### src/common/mcu_config.svh
// --------------------------------------------------------------------------
// Build constants for the MCU: memory banking, address map, pad counts and
// interrupt vector positions. Include in any file that needs them.
// --------------------------------------------------------------------------
`ifndef MCU_CONFIG_SVH
`define MCU_CONFIG_SVH

// On-chip memory of 1 KiB per bank
`define MCU_NUM_BANKS   2
`define MCU_BANK_WORDS  256
`define MCU_MEM_BASE    32'h0000_0000

// Peripheral regions decoded on addr[31:28]
`define MCU_AO_PERIPH_BASE  32'h2000_0000
`define MCU_PERIPH_BASE     32'h3000_0000

// Pads
`define MCU_AO_GPIO_PINS  8
`define MCU_GPIO_PINS     24

// Bit positions in the core interrupt vector
`define MCU_IRQ_SOFTWARE      3
`define MCU_IRQ_EXTERNAL      11
`define MCU_IRQ_GPIO_AO_BASE  23

`endif

### src/common/mcu_pkg.sv
// --------------------------------------------------------------------------
// Shared bus types: the simplified OBI request and response and the slave
// select used by the bus decoder.
// --------------------------------------------------------------------------
`default_nettype none

package mcu_pkg;

  // OBI request, 70 bits
  typedef struct packed {
    logic        req;
    logic        we;
    logic [3:0]  be;
    logic [31:0] addr;
    logic [31:0] wdata;
  } obi_req_t;

  // OBI response, 34 bits
  typedef struct packed {
    logic        gnt;
    logic        rvalid;
    logic [31:0] rdata;
  } obi_resp_t;

  typedef enum logic [1:0] {
    SEL_MEM,
    SEL_AO,
    SEL_PERIPH,
    SEL_NONE
  } slave_sel_e;

endpackage

`default_nettype wire

### src/hw/gpio.sv
// --------------------------------------------------------------------------
// Register-mapped GPIO with a two-flop input synchronizer and rising-edge
// interrupts. The parent raises req only for accesses to this block.
// --------------------------------------------------------------------------
`timescale 1ns/1ps
`default_nettype none

module gpio
  import mcu_pkg::*;
#(
  parameter int unsigned NUM_PINS = 8
) (
  input  logic                clk_i,
  input  logic                rst_n_i,
  input  logic                en_i,
  input  obi_req_t            req_i,
  input  logic [NUM_PINS-1:0] gpio_i,
  output logic [31:0]         rdata_o,
  output logic [NUM_PINS-1:0] gpio_o,
  output logic [NUM_PINS-1:0] gpio_oe_o,
  output logic [NUM_PINS-1:0] intr_o
);

  logic [NUM_PINS-1:0] sync_q;
  logic [NUM_PINS-1:0] data_in_q;
  logic [NUM_PINS-1:0] prev_q;
  logic [NUM_PINS-1:0] intr_en_q;
  logic [NUM_PINS-1:0] status_q;
  logic [NUM_PINS-1:0] rise;
  logic [NUM_PINS-1:0] clr;
  logic [2:0]          reg_idx;
  logic                wr;
  logic [31:0]         rd_val;

  assign reg_idx = req_i.addr[4:2];
  assign wr      = req_i.req && req_i.we;
  assign rise    = data_in_q & ~prev_q;
  // INTR_STATUS is write-one-to-clear
  assign clr     = (wr && reg_idx == 3'd4) ? req_i.wdata[NUM_PINS-1:0] : '0;

  always_comb begin
    case (reg_idx)
      3'd0:    rd_val = 32'(data_in_q);
      3'd1:    rd_val = 32'(gpio_o);
      3'd2:    rd_val = 32'(gpio_oe_o);
      3'd3:    rd_val = 32'(intr_en_q);
      3'd4:    rd_val = 32'(status_q);
      default: rd_val = '0;
    endcase
  end

  always_ff @(posedge clk_i or negedge rst_n_i) begin
    if (!rst_n_i) begin
      sync_q    <= '0;
      data_in_q <= '0;
      prev_q    <= '0;
      gpio_o    <= '0;
      gpio_oe_o <= '0;
      intr_en_q <= '0;
      status_q  <= '0;
    end else if (en_i) begin
      sync_q    <= gpio_i;
      data_in_q <= sync_q;
      prev_q    <= data_in_q;
      status_q  <= (status_q & ~clr) | (rise & intr_en_q);
      if (wr) begin
        case (reg_idx)
          3'd1:    gpio_o    <= req_i.wdata[NUM_PINS-1:0];
          3'd2:    gpio_oe_o <= req_i.wdata[NUM_PINS-1:0];
          3'd3:    intr_en_q <= req_i.wdata[NUM_PINS-1:0];
          default: ;
        endcase
      end
    end
  end

  always_ff @(posedge clk_i) begin
    if (en_i && req_i.req && !req_i.we) begin
      rdata_o <= rd_val;
    end
  end

  assign intr_o = status_q;

endmodule

`default_nettype wire

### src/peripheral_subsystem/peripheral_subsystem.sv
// --------------------------------------------------------------------------
// Switchable peripherals: 24-pin GPIO and the software interrupt register.
// Clock gate and reset come from the always-on power manager.
// --------------------------------------------------------------------------
`timescale 1ns/1ps
`default_nettype none
`include "mcu_config.svh"

module peripheral_subsystem
  import mcu_pkg::*;
(
  input  logic                      clk_i,
  input  logic                      rst_n_i,
  input  logic                      clk_gate_en_ni,
  input  obi_req_t                  slave_req_i,
  output obi_resp_t                 slave_resp_o,
  input  logic [`MCU_GPIO_PINS-1:0] gpio_i,
  output logic [`MCU_GPIO_PINS-1:0] gpio_o,
  output logic [`MCU_GPIO_PINS-1:0] gpio_oe_o,
  output logic                      irq_software_o,
  output logic                      irq_external_o
);

  obi_req_t                  gpio_req;
  logic [31:0]               gpio_rdata;
  logic [`MCU_GPIO_PINS-1:0] gpio_intr;
  logic                      gpio_sel;
  logic                      gpio_sel_q;
  logic                      msip_hit;
  logic                      rvalid_q;
  logic                      rd_q;
  logic                      msip_q;
  logic                      msip_rdata_q;

  assign gpio_sel = slave_req_i.addr[8];
  assign msip_hit = !gpio_sel && (slave_req_i.addr[7:2] == 6'd0);

  always_comb begin
    gpio_req     = slave_req_i;
    gpio_req.req = slave_req_i.req && gpio_sel;
  end

  // Gated accesses are still granted and answer with zero
  always_ff @(posedge clk_i or negedge rst_n_i) begin
    if (!rst_n_i) begin
      rvalid_q <= 1'b0;
      rd_q     <= 1'b0;
      msip_q   <= 1'b0;
    end else begin
      rvalid_q <= slave_req_i.req;
      rd_q     <= slave_req_i.req && !slave_req_i.we && clk_gate_en_ni;
      if (clk_gate_en_ni && slave_req_i.req && slave_req_i.we && msip_hit) begin
        msip_q <= slave_req_i.wdata[0];
      end
    end
  end

  always_ff @(posedge clk_i) begin
    if (slave_req_i.req) begin
      gpio_sel_q   <= gpio_sel;
      msip_rdata_q <= msip_hit && msip_q;
    end
  end

  assign slave_resp_o.gnt    = slave_req_i.req;
  assign slave_resp_o.rvalid = rvalid_q;
  assign slave_resp_o.rdata  = !rd_q ? '0 : (gpio_sel_q ? gpio_rdata : 32'(msip_rdata_q));

  assign irq_software_o = msip_q;
  assign irq_external_o = |gpio_intr;

  gpio #(
    .NUM_PINS(`MCU_GPIO_PINS)
  ) periph_gpio_i (
    .clk_i,
    .rst_n_i,
    .en_i     (clk_gate_en_ni),
    .req_i    (gpio_req),
    .gpio_i,
    .rdata_o  (gpio_rdata),
    .gpio_o,
    .gpio_oe_o,
    .intr_o   (gpio_intr)
  );

endmodule

`default_nettype wire

### config.mk
export PLATFORM = sky130hd
export DESIGN_NAME = peripheral_subsystem
export DESIGN_NICKNAME = d
export VERILOG_FILES = /design/src/common/mcu_pkg.sv /design/src/hw/gpio.sv /design/src/peripheral_subsystem/peripheral_subsystem.sv
export VERILOG_INCLUDE_DIRS = /design/src /design/src/common
export SDC_FILE = /design/constraint.sdc
export NUM_CORES = 1
export LEC_CHECK = 0
export BUFFER_PORTS_ARGS = -buffer_cell sky130_fd_sc_hd__buf_2
export CELL_PAD_IN_SITES_DETAIL_PLACEMENT = 1
export CELL_PAD_IN_SITES_GLOBAL_PLACEMENT = 1
export CORE_MARGIN = 3
export CORE_UTILIZATION = 45
export CTS_CLUSTER_DIAMETER = 40
export DETAILED_ROUTE_END_ITERATION = 8
export GPL_TIMING_DRIVEN = 0
export PLACE_DENSITY_LB_ADDON = 0.1
export SYNTH_ARGS = -nofsm -noshare
export SYNTH_HDL_FRONTEND = slang
export SYNTH_SLANG_ARGS = --single-unit
### constraint.sdc
create_clock -name clk_i -period 1.5 [get_ports clk_i]
set_input_delay 0.225 -clock clk_i [delete_from_list [all_inputs] [get_ports clk_i]]
set_output_delay 0.225 -clock clk_i [all_outputs]
set_load 0.05 [all_outputs]
## Word-level counts from Yosys, hierarchy flattened

Index checks and enable logic that the tools add are counted.

- Bitwise gates (word level): 6
- Equal/unequal tests: 4
- Reductions and logical operators: 20
- Muxes and demuxes: 4

Operators by type and width:

| operator | number |
|---|---|
| $pmux 24 s5 | 1 |
| $and 24x24->24 | 3 |
| $mux 32 | 2 |
| $not 24->24 | 2 |
| $mux 24 | 1 |
| $or 24x24->24 | 1 |
| $reduce_or 24->1 | 1 |
| $logic_and 1x1->1 | 12 |
| $reduce_and 3->1 | 3 |
| $eq 3x2->1 const B | 2 |
| $logic_not 6->1 | 1 |
| $eq 3x1->1 const B | 1 |
| $eq 3x3->1 const B | 1 |
| $logic_not 3->1 | 1 |
| $logic_not 1->1 | 2 |

- Flip-flop bits (word level): 205
- Output and inout bits: 84
- Input bits: 97

## Logic depth before layout (Yosys ltp)

Gate-level depths: netlist of the first run.

- Depth in word-level cells: 7
- Depth in mapped cells: 6

## Hierarchy

Synthesis of the first run repeated with hierarchy kept, for this count alone.

- Cell total of the unflattened synthesis: 651
- Area total of the unflattened synthesis: 8,824.7 µm²

Modules (own cells, without submodules):

| module | instances | sequential area each (µm²) | area each (µm²) | cells each |
|---|---|---|---|---|
| gpio | 1 | 4,924.7 | 8,311.7 | 588 |
| peripheral_subsystem | 1 | 135.1 | 513.0 | 63 |

## Worst setup path before layout of the first run

Ideal clock, no wire load.

- Path kind: in2reg
- From: input clk_gate_en_ni
- To: register periph_gpio_i.rdata_o[0], enable pin
- Path slack: -292 ps
- Library setup time: 383 ps
- Arrival: 1,410 ps
- Cell stages on the path: 5
- Cells stage by stage: buf_6 -> clkbuf_1 -> nand2_1 -> nor2_1 -> and2_1

- Word-level cells in the longest chain between the ends: 2

Ends and longest elaborated chain:

| item | RTL line | source |
|---|---|---|
| start, declared | peripheral_subsystem.sv:14 | `input logic clk_gate_en_ni,` |
| $logic_and 1x1->1 (2 in series) | gpio.sv:78 | `if (en_i && req_i.req && !req_i.we) begin` |
| end signal, assigned | gpio.sv:79 | `rdata_o <= rd_val;` |
| end, declared | gpio.sv:18 | `output logic [31:0] rdata_o,` |

No other way between the ends.
A chain may end at the register's enable or synchronous reset.

## Final worst setup path of the first run

- From: register periph_gpio_i.status_q[11], in the netlist periph_gpio_i.intr_o[11]
- To: output irq_external_o

- Word-level cells in the longest chain between the ends: 1

Ends and longest elaborated chain:

| item | RTL line | source |
|---|---|---|
| start, declared | gpio.sv:28 | `logic [NUM_PINS-1:0] status_q;` |
| start signal, assigned | gpio.sv:65 | `status_q <= (status_q & ~clr) \| (rise & intr_en_q);` |
| $reduce_or 24->1 | peripheral_subsystem.sv:70 | `assign irq_external_o = \|gpio_intr;` |
| end, declared | peripheral_subsystem.sv:21 | `output logic irq_external_o` |

No other way between the ends.

==> results of run 1 <==
## critical path: cells and delay by family, from the launching register on
kind	cells	cell delay, ps
buffers and inverters	1	180
DFF	1	430
and+or+nand+nor	3	730
## metrics by stage
step | setup TNS [ps] | area [um^2] | hold WS (ps) | power [mW] | instances
after floorplan | 0 | 8760 | -70.6 | 9.02 | 624
after global placement | -447980 | 9750 | 441 | 9.89 | 1017
after detailed placement | -44660 | 9790 | 186 | 10.1 | 1018
after CTS | -5610 | 10700 | 1.99 | 14.7 | 1056
after global routing | -5550 | 10800 | 0.283 | 15.4 | 1059
final | -4460 | 10800 | 13.1 | 14.7 | 1059
## flip-flops by register name, indices dropped and copies added, names as in the netlist, 24 cells and up
register / count
periph_gpio_i.gpio_oe_o: 24
periph_gpio_i.intr_en_q: 24
periph_gpio_i.sync_q: 24
periph_gpio_i.intr_o: 24
periph_gpio_i.data_in_q: 24
periph_gpio_i.gpio_o: 24
periph_gpio_i.prev_q: 24
periph_gpio_i.rdata_o: 24
## what timing repair did
item | in CTS | in global routing
setup endpoints to repair | 27 | 46
endpoints found under the hold margin | 58 | 2
resized for setup | 88 | 22
cloned | 1 | 0
setup buffers | 5 | 3
hold buffers | 1 | 2
pin swaps | 2 | 0
## final timing paths
check                                                  startpoint                                      to  slack (ps)  depth (start not counted)
setup / recovery             periph_gpio_i.intr_o[11]$_DFFE_PN0P_                          irq_external_o        -490                          4
hold / removal                                    slave_req_i[68]                          rd_q$_DFF_PN0_          10                          2
setup reg to reg           periph_gpio_i.intr_en_q[5]$_DFFE_PN0P_      periph_gpio_i.rdata_o[5]$_DFFE_PP_         210                          3
hold reg to reg               periph_gpio_i.prev_q[4]$_DFFE_PN0P_     periph_gpio_i.prev_q[4]$_DFFE_PN0P_         500                          1
max in group asynchronous                                 rst_n_i  periph_gpio_i.intr_en_q[8]$_DFFE_PN0P_         270                          3
min in group asynchronous                                 rst_n_i    periph_gpio_i.gpio_o[15]$_DFFE_PN0P_         300                          2
## layout make-up
type	count	area [um^2]
sequential	197	5060
multi-input combinational	374	3530
fill	1888	8070
buffer	50	325
tap	260	325
clock inverter	13	138
timing repair buffer	146	1010
clock buffer	19	433
## metal layers
layer	vias up	wire length (um)
met1	3177	10800
met2	207	12400
met5	-	0
met3	24	1590
li1	2665	-
met4	0	351
## power groups by stage
stage,registers [mW],logic [mW],clock network (mW)
final,7.22,3.01,4.52
after global placement,7.15,2.74,0
after CTS,7.16,3.00,4.58
after detailed placement,7.21,2.87,0
after floorplan,7.52,1.50,0
after global routing,7.33,3.26,4.81
## cell usage in the layout (no fill, tap or decap), types with 5 or more instances in the layout
master | netlist | final
edfxtp_1 | 26 | 26
clkbuf_16 | 0 | 17
and3_1 | 25 | 8
a22oi_1 | 47 | 47
and3_4 | 1 | 18
a31oi_1 | 24 | 24
nor2b_1 | 28 | 27
clkbuf_1 | 20 | 14
mux2_1 | 6 | 6
mux2_2 | 142 | 142
dfrtp_1 | 171 | 170
conb_1 | 1 | 8
buf_8 | 0 | 11
buf_6 | 2 | 26
buf_2 | 19 | 126
inv_6 | 0 | 5
mux2_4 | 20 | 20
buf_4 | 10 | 13
nand4b_1 | 24 | 24
o22ai_1 | 24 | 24
## cell families after synthesis
family          Yosys count
simple gates            100
mux                     170
compound gates           96
flops                   197
buf+inv                  53
other cells               1
==> results.md, run 1 <==
- Top Usage Layer GRT: met2
- M2 GR Usage: 39.6%
- Synth area leader: dfrtp_1
- H-Tree Depth: 4
- Post-DRT Antenna Nets: 0
- Rows: 50
- Int Pwr: 9.99 mW
- Wirelength per Cell: 23.7 um
- Final period util: 133%
- Setup ws final: -492 ps
- Hold Crit Class: primary input to register
- Simple-gate share of the synthesized area: 8.15%
- Post-synth EDFFs: 26
- Post-synthesis adder-cell area fraction: 0%
- Clk network pwr share: 30.6%
- Clock Path Buffers: 2
- Total gr overflow: 0
- CTS tree: done
- Seq/Total Area, Yosys: 58.0%
- Share of the synthesized area in the top cell type: 49.0%
- CP cell instances: nor4_4 -> and4_4 -> nand3_2 -> buf_6
- Crit Path Max Fanout: 2
- DR pass1 iterations: 5
- Critical Path Start Type: register
- Die Y: 145 um
- Latest clock arrival within the worst-skew pair: 440 ps
- Worst path required time: 1270 ps
- Power per cell area: 1360 nW/um^2
- Antenna cells: 0
- IO Count: 181
- Synth top cells by count: dfrtp_1 (171), mux2_2 (142), a22oi_1 (47)
- Largest net degree at the start of global routing: 114
- Crit path kind: register to output pin
- Layout cell share with drive strength beyond 1: 50.4%
- Post-Synth XOR/XNOR Area: 0%
- Antenna violations before repair: 0
- Starting Density: 46.2%
- CP max stage cell: dfrtp_1
- Critical path capture point type: output pin
- Core Util, Final: 57.3%
- WL final: 25,100 um
- #FFs+latches synth: 197
- Leakage power: 4.84 nW
- Core footprint: 18,900 um^2
- Clock slew at reported path FFs: 80 ps
- Slowest Stage Delay on Critical Path: 430 ps
- Total Nets Final: 883
- Clk sinks: 197
- Seq pwr share: 48.9%
- Grt met3 use: 5.72%
- Slew headroom: 36.3%
- GRT Util Overall: 24.0%
- Via density: 5.73
- Area fraction in compound gates after synthesis: 7.57%
- GPL Wtd Cong: 0.811
- CTS Buf Count: 17
- Syn avg cell area: 14.2 um^2
- Max frequency: 502 MHz
- Top cells by area, synth: dfrtp_1 (49%), mux2_2 (18%), edfxtp_1 (8.9%)
- Gate power share: 20.4%
- HPWL Detailed: 17,600 um
- PortBufs: 133
- Maximum VDD drop: 0.000751 V
- Synth Instances: 617
- Area Growth Syn to Fin: 24.0%
- Max Slew Vio Count: 0
- Place WS: -453 ps
- Die Area: 21,100 um^2
- Unique masters post-synth: 32
- Root Driver: clkbuf_16
- Mux cell area share after synthesis: 22.8%
- Violated checks: negative setup slack
- RSZ-0062 raised after global routing: yes
- Max_cap viols: 0
- Met1 Resource Use GR: 32.3%
- Starting DRT DRC Count: 412
- Post-Syn Area: 8730 um^2
- Worst Max-Slew Pin Slew: 956 ps
- Asr flop ratio synth: 86.8%
- Sw Pwr: 4.76 mW
- CP arrival: 1770 ps
- Post-Route Skew: 11.6 ps
- Vias in the first global route: 6,648
- Prevailing post-synth register cell: dfrtp_1
- Main combinational cell family by area after synthesis: multiplexers
- Fin. Hold Viols: 0
- Die extent in x: 145 um
- Status: finished with violations
- Vias: 6,073
- First-pass GRT wire length: 39,200 um
- Sw Share: 32.3%
- Most frequent cell after synthesis: dfrtp_1
- Endpoints failing setup: 25
- Residual DRC: 0
- Yosys warnings: 0
- Final period demand of the worst path: 1990 ps
Note: power is estimated with default switching activity, not from simulation.
==> run 2, diff against run 1 <==
SETUP_SLACK_MARGIN = 0.02   (was default)
==> results.md, run 2 (synthesis results as in run 1) <==
- GRT Util Overall: 24.0% (unchanged)
- Endpoints failing setup: 25 (unchanged)
- Residual DRC: 0 (unchanged)
- Antenna cells: 0 (unchanged)
- IO Count: 181 (unchanged)
- Core footprint: 18,900 um^2 (unchanged)
- Crit path kind: register to output pin (unchanged)
- Vias: 6,031 (was 6,073)
- Post-Route Skew: 11.8 ps (was 11.6 ps)
- Total gr overflow: 0 (unchanged)
- Post-DRT Antenna Nets: 0 (unchanged)
- RSZ-0062 raised after global routing: yes (unchanged)
- Critical path capture point type: output pin (unchanged)
- H-Tree Depth: 4 (unchanged)
- Via density: 5.69 (was 5.73)
- Leakage power: 4.84 nW (about the same)
- Antenna violations before repair: 0 (unchanged)
- Seq pwr share: 48.9% (about the same)
- Setup ws final: -517 ps (was -492 ps)
- Latest clock arrival within the worst-skew pair: 440 ps (about the same)
- Gate power share: 20.4% (about the same)
- Sw Share: 32.3% (about the same)
- Commonest non-fill, non-tap cell in the layout: dfrtp_1 (unchanged)
- Root Driver: clkbuf_16 (unchanged)
- DR pass1 iterations: 5 (unchanged)
- CTS Buf Count: 17 (unchanged)
- Wirelength per Cell: 23.7 um (about the same)
- Power per cell area: 1360 nW/um^2 (about the same)
- CTS tree: done (unchanged)
- Vias in the first global route: 6,648 (unchanged)
- Starting Density: 46.2% (unchanged)
- WL final: 25,100 um (about the same)
- Area Growth Syn to Fin: 24.1% (was 24.0%)
- Largest net degree at the start of global routing: 114 (unchanged)
- Die Area: 21,100 um^2 (unchanged)
- Die extent in x: 145 um (unchanged)
- Final period util: 134% (was 133%)
- Worst reg-to-reg path cell count: 3 (unchanged)
- Hold path depth: 2 (unchanged)
- Reg2reg start: periph_gpio_i.intr_en_q[5]$_DFFE_PN0P_ (unchanged)
- Most frequent cells in the layout: dfrtp_1 (170), mux2_2 (142), buf_2 (126) (unchanged)
- Crit path from: periph_gpio_i.intr_o[11]$_DFFE_PN0P_ (unchanged)
- Layout cell share with drive strength beyond 1: 50.8% (was 50.4%)
- PortBufs: 133 (unchanged)
- Max_cap viols: 0 (unchanged)
- Crit Path Max Fanout: 2 (unchanged)
- Clk sinks: 197 (unchanged)
- Final period demand of the worst path: 2020 ps (was 1990 ps)
- Worst path required time: 1270 ps (about the same)
- Slew headroom: 38.1% (was 36.3%)
- R2r endpoint: periph_gpio_i.rdata_o[5]$_DFFE_PP_ (unchanged)
- Flop-to-flop setup slack: 210 ps (about the same)
- Maximum VDD drop: 0.000759 V (was 0.000751 V)
- CP arrival: 1790 ps (was 1770 ps)
- Hold Crit Endpoint: periph_gpio_i.intr_o[16]$_DFFE_PN0P_ (was rd_q$_DFF_PN0_)
- Max frequency: 496 MHz (was 502 MHz)
- Hold Crit Class: primary input to register (unchanged)
- Clk network pwr share: 30.7% (was 30.6%)
- Critical Path Start Type: register (unchanged)
- Rows: 50 (unchanged)
- Status: finished with violations (unchanged)
- Worst Max-Slew Pin Slew: 928 ps (was 956 ps)
- Worst hold start: slave_req_i[16] (was slave_req_i[68])
- Clock Path Buffers: 2 (unchanged)
- Die Y: 145 um (unchanged)
- Starting DRT DRC Count: 405 (was 412)
- Total Nets Final: 883 (unchanged)
- Max Slew Vio Count: 0 (unchanged)
- Violated checks: negative setup slack (unchanged)
- Fin. Hold Viols: 0 (unchanged)
- HPWL Detailed: 17,600 um (unchanged)
- Sw Pwr: 4.77 mW (was 4.76 mW)
- Clock slew at reported path FFs: 70 ps (was 80 ps)
- Final hold slack: 9.75 ps (was 13.1 ps)
- Final setup TNS: -4520 ps (was -4460 ps)
- Place WS: -453 ps (unchanged)
- GPL Wtd Cong: 0.811 (unchanged)
- Int Pwr: 9.99 mW (about the same)
- First-pass GRT wire length: 39,200 um (unchanged)
==> run 2: changes by cell type in the layout (fill, tap and decap cells not counted) <==
cell,previous run,this run
clkbuf_1,14,12
clkbuf_2,2,4
nor4_1,4,3
nor4_2,1,2
==> run 2: repair_timing <==
item | 4_1_cts | 5_1_grt
gates resized for setup | 88 | 27
hold endpoints to repair | 58 | 2
cloned | 1 | 0
setup endpoints to repair | 49 | 56
pin swaps | 2 | 0
hold buffers | 1 | 2
setup buffers | 5 | 3
==> run 2: how the worst max path moves through the flow <==
stage                                         endpoint  slack [ps]  depth (start not counted)
5_1_grt                                 irq_external_o        -560                          4
3_3_place_gp       periph_gpio_i.sync_q[6]$_DFFE_PN0P_       -2410                          1
4_1_cts                                 irq_external_o        -520                          4
3_5_place_dp       periph_gpio_i.rdata_o[16]$_DFFE_PP_        -450                          5
6_report                                irq_external_o        -520                          4
2_1_floorplan  periph_gpio_i.intr_en_q[10]$_DFFE_PN0P_          50                          6
==> run 2: per-stage QoR <==
step | area, um^2 | std cells | utilization, % | total power, mW
5_1_grt | 10800 | 1059 | 57.4 | 15.4
6_report | 10800 | 1059 | 57.4 | 14.8
3_5_place_dp | 9790 | 1018 | 51.8 | 10.1
3_3_place_gp | 9750 | 1017 | 51.6 | 9.89
4_1_cts | 10700 | 1056 | 56.8 | 14.7
2_1_floorplan | 8760 | 624 | - | 9.02
==> run 2: worst max-delay path: stages, from the launching register on <==
cell,delay (ps)
dfrtp_1,430
nor4_4,370
and4_4,290
nand3_2,90
buf_6,180
==> run 2: final cells by class <==
class                      count  area (um^2)
buffer                        50          328
clock inverter                13          138
clock buffer                  19          433
fill                        1888         8060
timing repair buffer         146         1010
sequential                   197         5060
tap                          260          325
multi-input combinational    374         3540
==> run 2: routing by layer <==
metal	GRT usage (%)	vias to the layer above	routed length, um
met3	5.72	21	1380
met5	0	-	0
li1	-	2670	-
met2	39.6	174	12400
met1	32.3	3166	11000
met4	6.13	0	328
==> run 2: power groups by stage <==
stage | logic (mW) | clock network (mW) | registers, mW
after detailed placement | 2.87 | 0 | 7.21
after CTS | 3.00 | 4.58 | 7.16
after global placement | 2.74 | 0 | 7.15
after floorplan | 1.50 | 0 | 7.52
after global routing | 3.26 | 4.81 | 7.33
final | 3.02 | 4.53 | 7.21
==> run 3, diff against run 2 <==
CORE_UTILIZATION = 48   (was 45)
clock period = 2.4 ns   (was 1.5 ns; I/O delays follow)
==> results.md, run 3 (synthesis results as in run 1) <==
- Die Area: 19,800 um^2 (was 21,100 um^2)
- Post-DRT Antenna Nets: 0 (unchanged)
- Critical path capture point type: output pin (unchanged)
- Antenna violations before repair: 2 (was 0)
- Residual DRC: 0 (unchanged)
- Via density: 5.93 (was 5.69)
- Placed insts: 983 (was 1,018)
- Place WS: -86.1 ps (was -453 ps)
- Sw Pwr: 2.83 mW (was 4.77 mW)
- Clk sinks: 197 (unchanged)
- GRT Util Overall: 25.5% (was 24.0%)
- Fin. Hold Viols: 0 (unchanged)
- Clock Path Buffers: 2 (unchanged)
- Starting DRT DRC Count: 366 (was 405)
- Crit path from: periph_gpio_i.intr_o[22]$_DFFE_PN0P_ (was periph_gpio_i.intr_o[11]$_DFFE_PN0P_)
- Max Slew Vio Count: 0 (unchanged)
- Core Util, Final: 59.2% (was 57.4%)
- Slew headroom: 37.7% (was 38.1%)
- Setup ws final: 160 ps (was -517 ps)
- Commonest non-fill, non-tap cell in the layout: dfrtp_1 (unchanged)
- RSZ-0062 raised after global routing: no (was yes)
- Int Pwr: 6.49 mW (was 9.99 mW)
- Rows: 48 (was 50)
- Worst hold start: slave_req_i[69] (was slave_req_i[16])
- Vias: 6,036 (was 6,031)
- H-Tree Depth: 4 (unchanged)
- Multi-input gate area: 3400 um^2 (was 3540 um^2)
- Hold Crit Class: primary input to register (unchanged)
- Post-route insts no fill: 1,018 (was 1,059)
- Max_cap viols: 0 (unchanged)
- Root Driver: clkbuf_16 (unchanged)
- Latest clock arrival within the worst-skew pair: 430 ps (was 440 ps)
- Critical path endpoint: irq_external_o (unchanged)
- CTS tree: done (unchanged)
- Worst path required time: 2040 ps (was 1270 ps)
- Max frequency: 446 MHz
- Sequential Area: 5060 um^2 (about the same)
- Critical Path Start Type: register (unchanged)
- Area Growth Syn to Fin: 19.0% (was 24.1%)
- Layout cell share with drive strength beyond 1: 45.9% (was 50.8%)
- Clk network pwr share: 32.2% (was 30.7%)
- Wirelength per Cell: 24.2 um (was 23.7 um)
- Total gr overflow: 0 (unchanged)
- Worst reg-to-reg path cell count: 3 (unchanged)
- Vias in the first global route: 6,613 (was 6,648)
- Flop-to-flop setup slack: 960 ps (was 210 ps)
- GPL Wtd Cong: 0.916 (was 0.811)
- Clock slew at reported path FFs: 70 ps (about the same)
- Largest net degree at the start of global routing: 106 (was 114)
- Status: finished, final reports clean (was finished with violations)
- Final setup TNS: 0 ps (was -4520 ps)
- Starting Density: 49.8% (was 46.2%)
- Crit path kind: register to output pin (unchanged)
- R2r endpoint: periph_gpio_i.rdata_o[5]$_DFFE_PP_ (unchanged)
- Total Nets Final: 875 (was 883)
- Gate power share: 19.5% (was 20.4%)
- PortBufs: 133 (unchanged)
- HPWL Detailed: 17,400 um (was 17,600 um)
- Post-Route Skew: 7.20 ps (was 11.8 ps)
- Seq pwr share: 48.3% (was 48.9%)
- Reg2reg start: periph_gpio_i.gpio_oe_o[5]$_DFFE_PN0P_ (was periph_gpio_i.intr_en_q[5]$_DFFE_PN0P_)
- Worst Max-Slew Pin Slew: 934 ps (was 928 ps)
- Leakage power: 4.78 nW (was 4.84 nW)
- Die extent in x: 141 um (was 145 um)
- Endpoints failing setup: 0 (was 25)
- Crit Path Max Fanout: 3 (was 2)
- First-pass GRT wire length: 38,500 um (was 39,200 um)
- Final period demand of the worst path: 2240 ps
- DR pass1 iterations: 7 (was 5)
- CP arrival: 1880 ps (was 1790 ps)
- Final period util: 93.3%
- Power per cell area: 897 nW/um^2 (was 1360 nW/um^2)
- Die Y: 141 um (was 145 um)
- Fill cell count: 1,742 (was 1,888)
- WL final: 24,600 um (was 25,100 um)
- IO Count: 181 (unchanged)
- Sw Share: 30.4% (was 32.3%)
- CTS Buf Count: 17 (unchanged)
- Most frequent cells in the layout: dfrtp_1 (171), buf_2 (151), mux2_2 (142) (was dfrtp_1 (170), mux2_2 (142), buf_2 (126))
- Maximum VDD drop: 0.000516 V (was 0.000759 V)
- Core footprint: 17,500 um^2 (was 18,900 um^2)
==> run 3: changes by cell type in the layout (fill, tap and decap cells not counted), moves of 4 or more <==
cell,delta
buf_8,-10
inv_6,-5
buf_6,-24
clkbuf_2,-4
clkbuf_1,+11
and3_1,+17
buf_2,+25
clkbuf_8,+5
and3_4,-17
==> run 3: stage by stage <==
step	power, mW	area (um^2)	hold slack, ps
floorplan	5.64	8760	64.4
global placement	6.19	9700	480
detailed placement	6.32	9740	358
CTS	9.33	10400	121
global route	9.71	10400	127
finish	9.32	10400	131
==> run 3: cell type report <==
cell class	count	share of cell area [%]
antenna	2	0.0482
buffer	53	2.96
clock buffer	25	4.87
clock inverter	7	1.14
multi-input combinational	374	32.7
sequential	197	48.7
tap	225	2.71
timing repair buffer	135	6.87
==> run 3: worst min-delay path by stage <==
stage | slack, ps | endpoint | cells after the start
2_1_floorplan | 60 | irq_software_o$_DFFE_PN0P_ | 0
3_3_place_gp | 480 | periph_gpio_i.prev_q[9]$_DFFE_PN0P_ | 1
3_5_place_dp | 360 | periph_gpio_i.sync_q[22]$_DFFE_PN0P_ | 1
4_1_cts | 120 | rvalid_q$_DFF_PN0_ | 1
5_1_grt | 130 | rvalid_q$_DFF_PN0_ | 1
6_report | 130 | rvalid_q$_DFF_PN0_ | 1
==> run 3: timing repair <==
| action | CTS | global route |
|---|---|---|
| endpoints found under the setup margin | 0 | 1 |
| hold buffers | 1 | 0 |
| resized for setup | 0 | 1 |
| hold endpoints to repair | 66 | 0 |
| setup buffers | 0 | 0 |
==> run 3: power by group through the flow <==
| stage | Sequential, mW | Combinational (mW) | Clock (mW) |
|---|---|---|---|
| after floorplan | 4.70 | 0.938 | 0 |
| after global placement | 4.48 | 1.71 | 0 |
| after detailed placement | 4.53 | 1.79 | 0 |
| after CTS | 4.48 | 1.82 | 3.03 |
| after global routing | 4.56 | 1.96 | 3.19 |
| final | 4.50 | 1.81 | 3.00 |
==> run 3: layer usage <==
layer	vias to the layer above	global-route usage, %	routed length [um]
met5	-	0	0
met4	0	7.85	486
met3	35	4.14	1410
met2	201	41.4	11800
met1	3148	35.7	10900
li1	2652	-	-
==> run 3: worst max-delay path, stage by stage (launching register included) <==
cell,delay (ps)
dfrtp_1,410
nor4_1,370
and4_1,310
nand3_1,120
buf_2,240
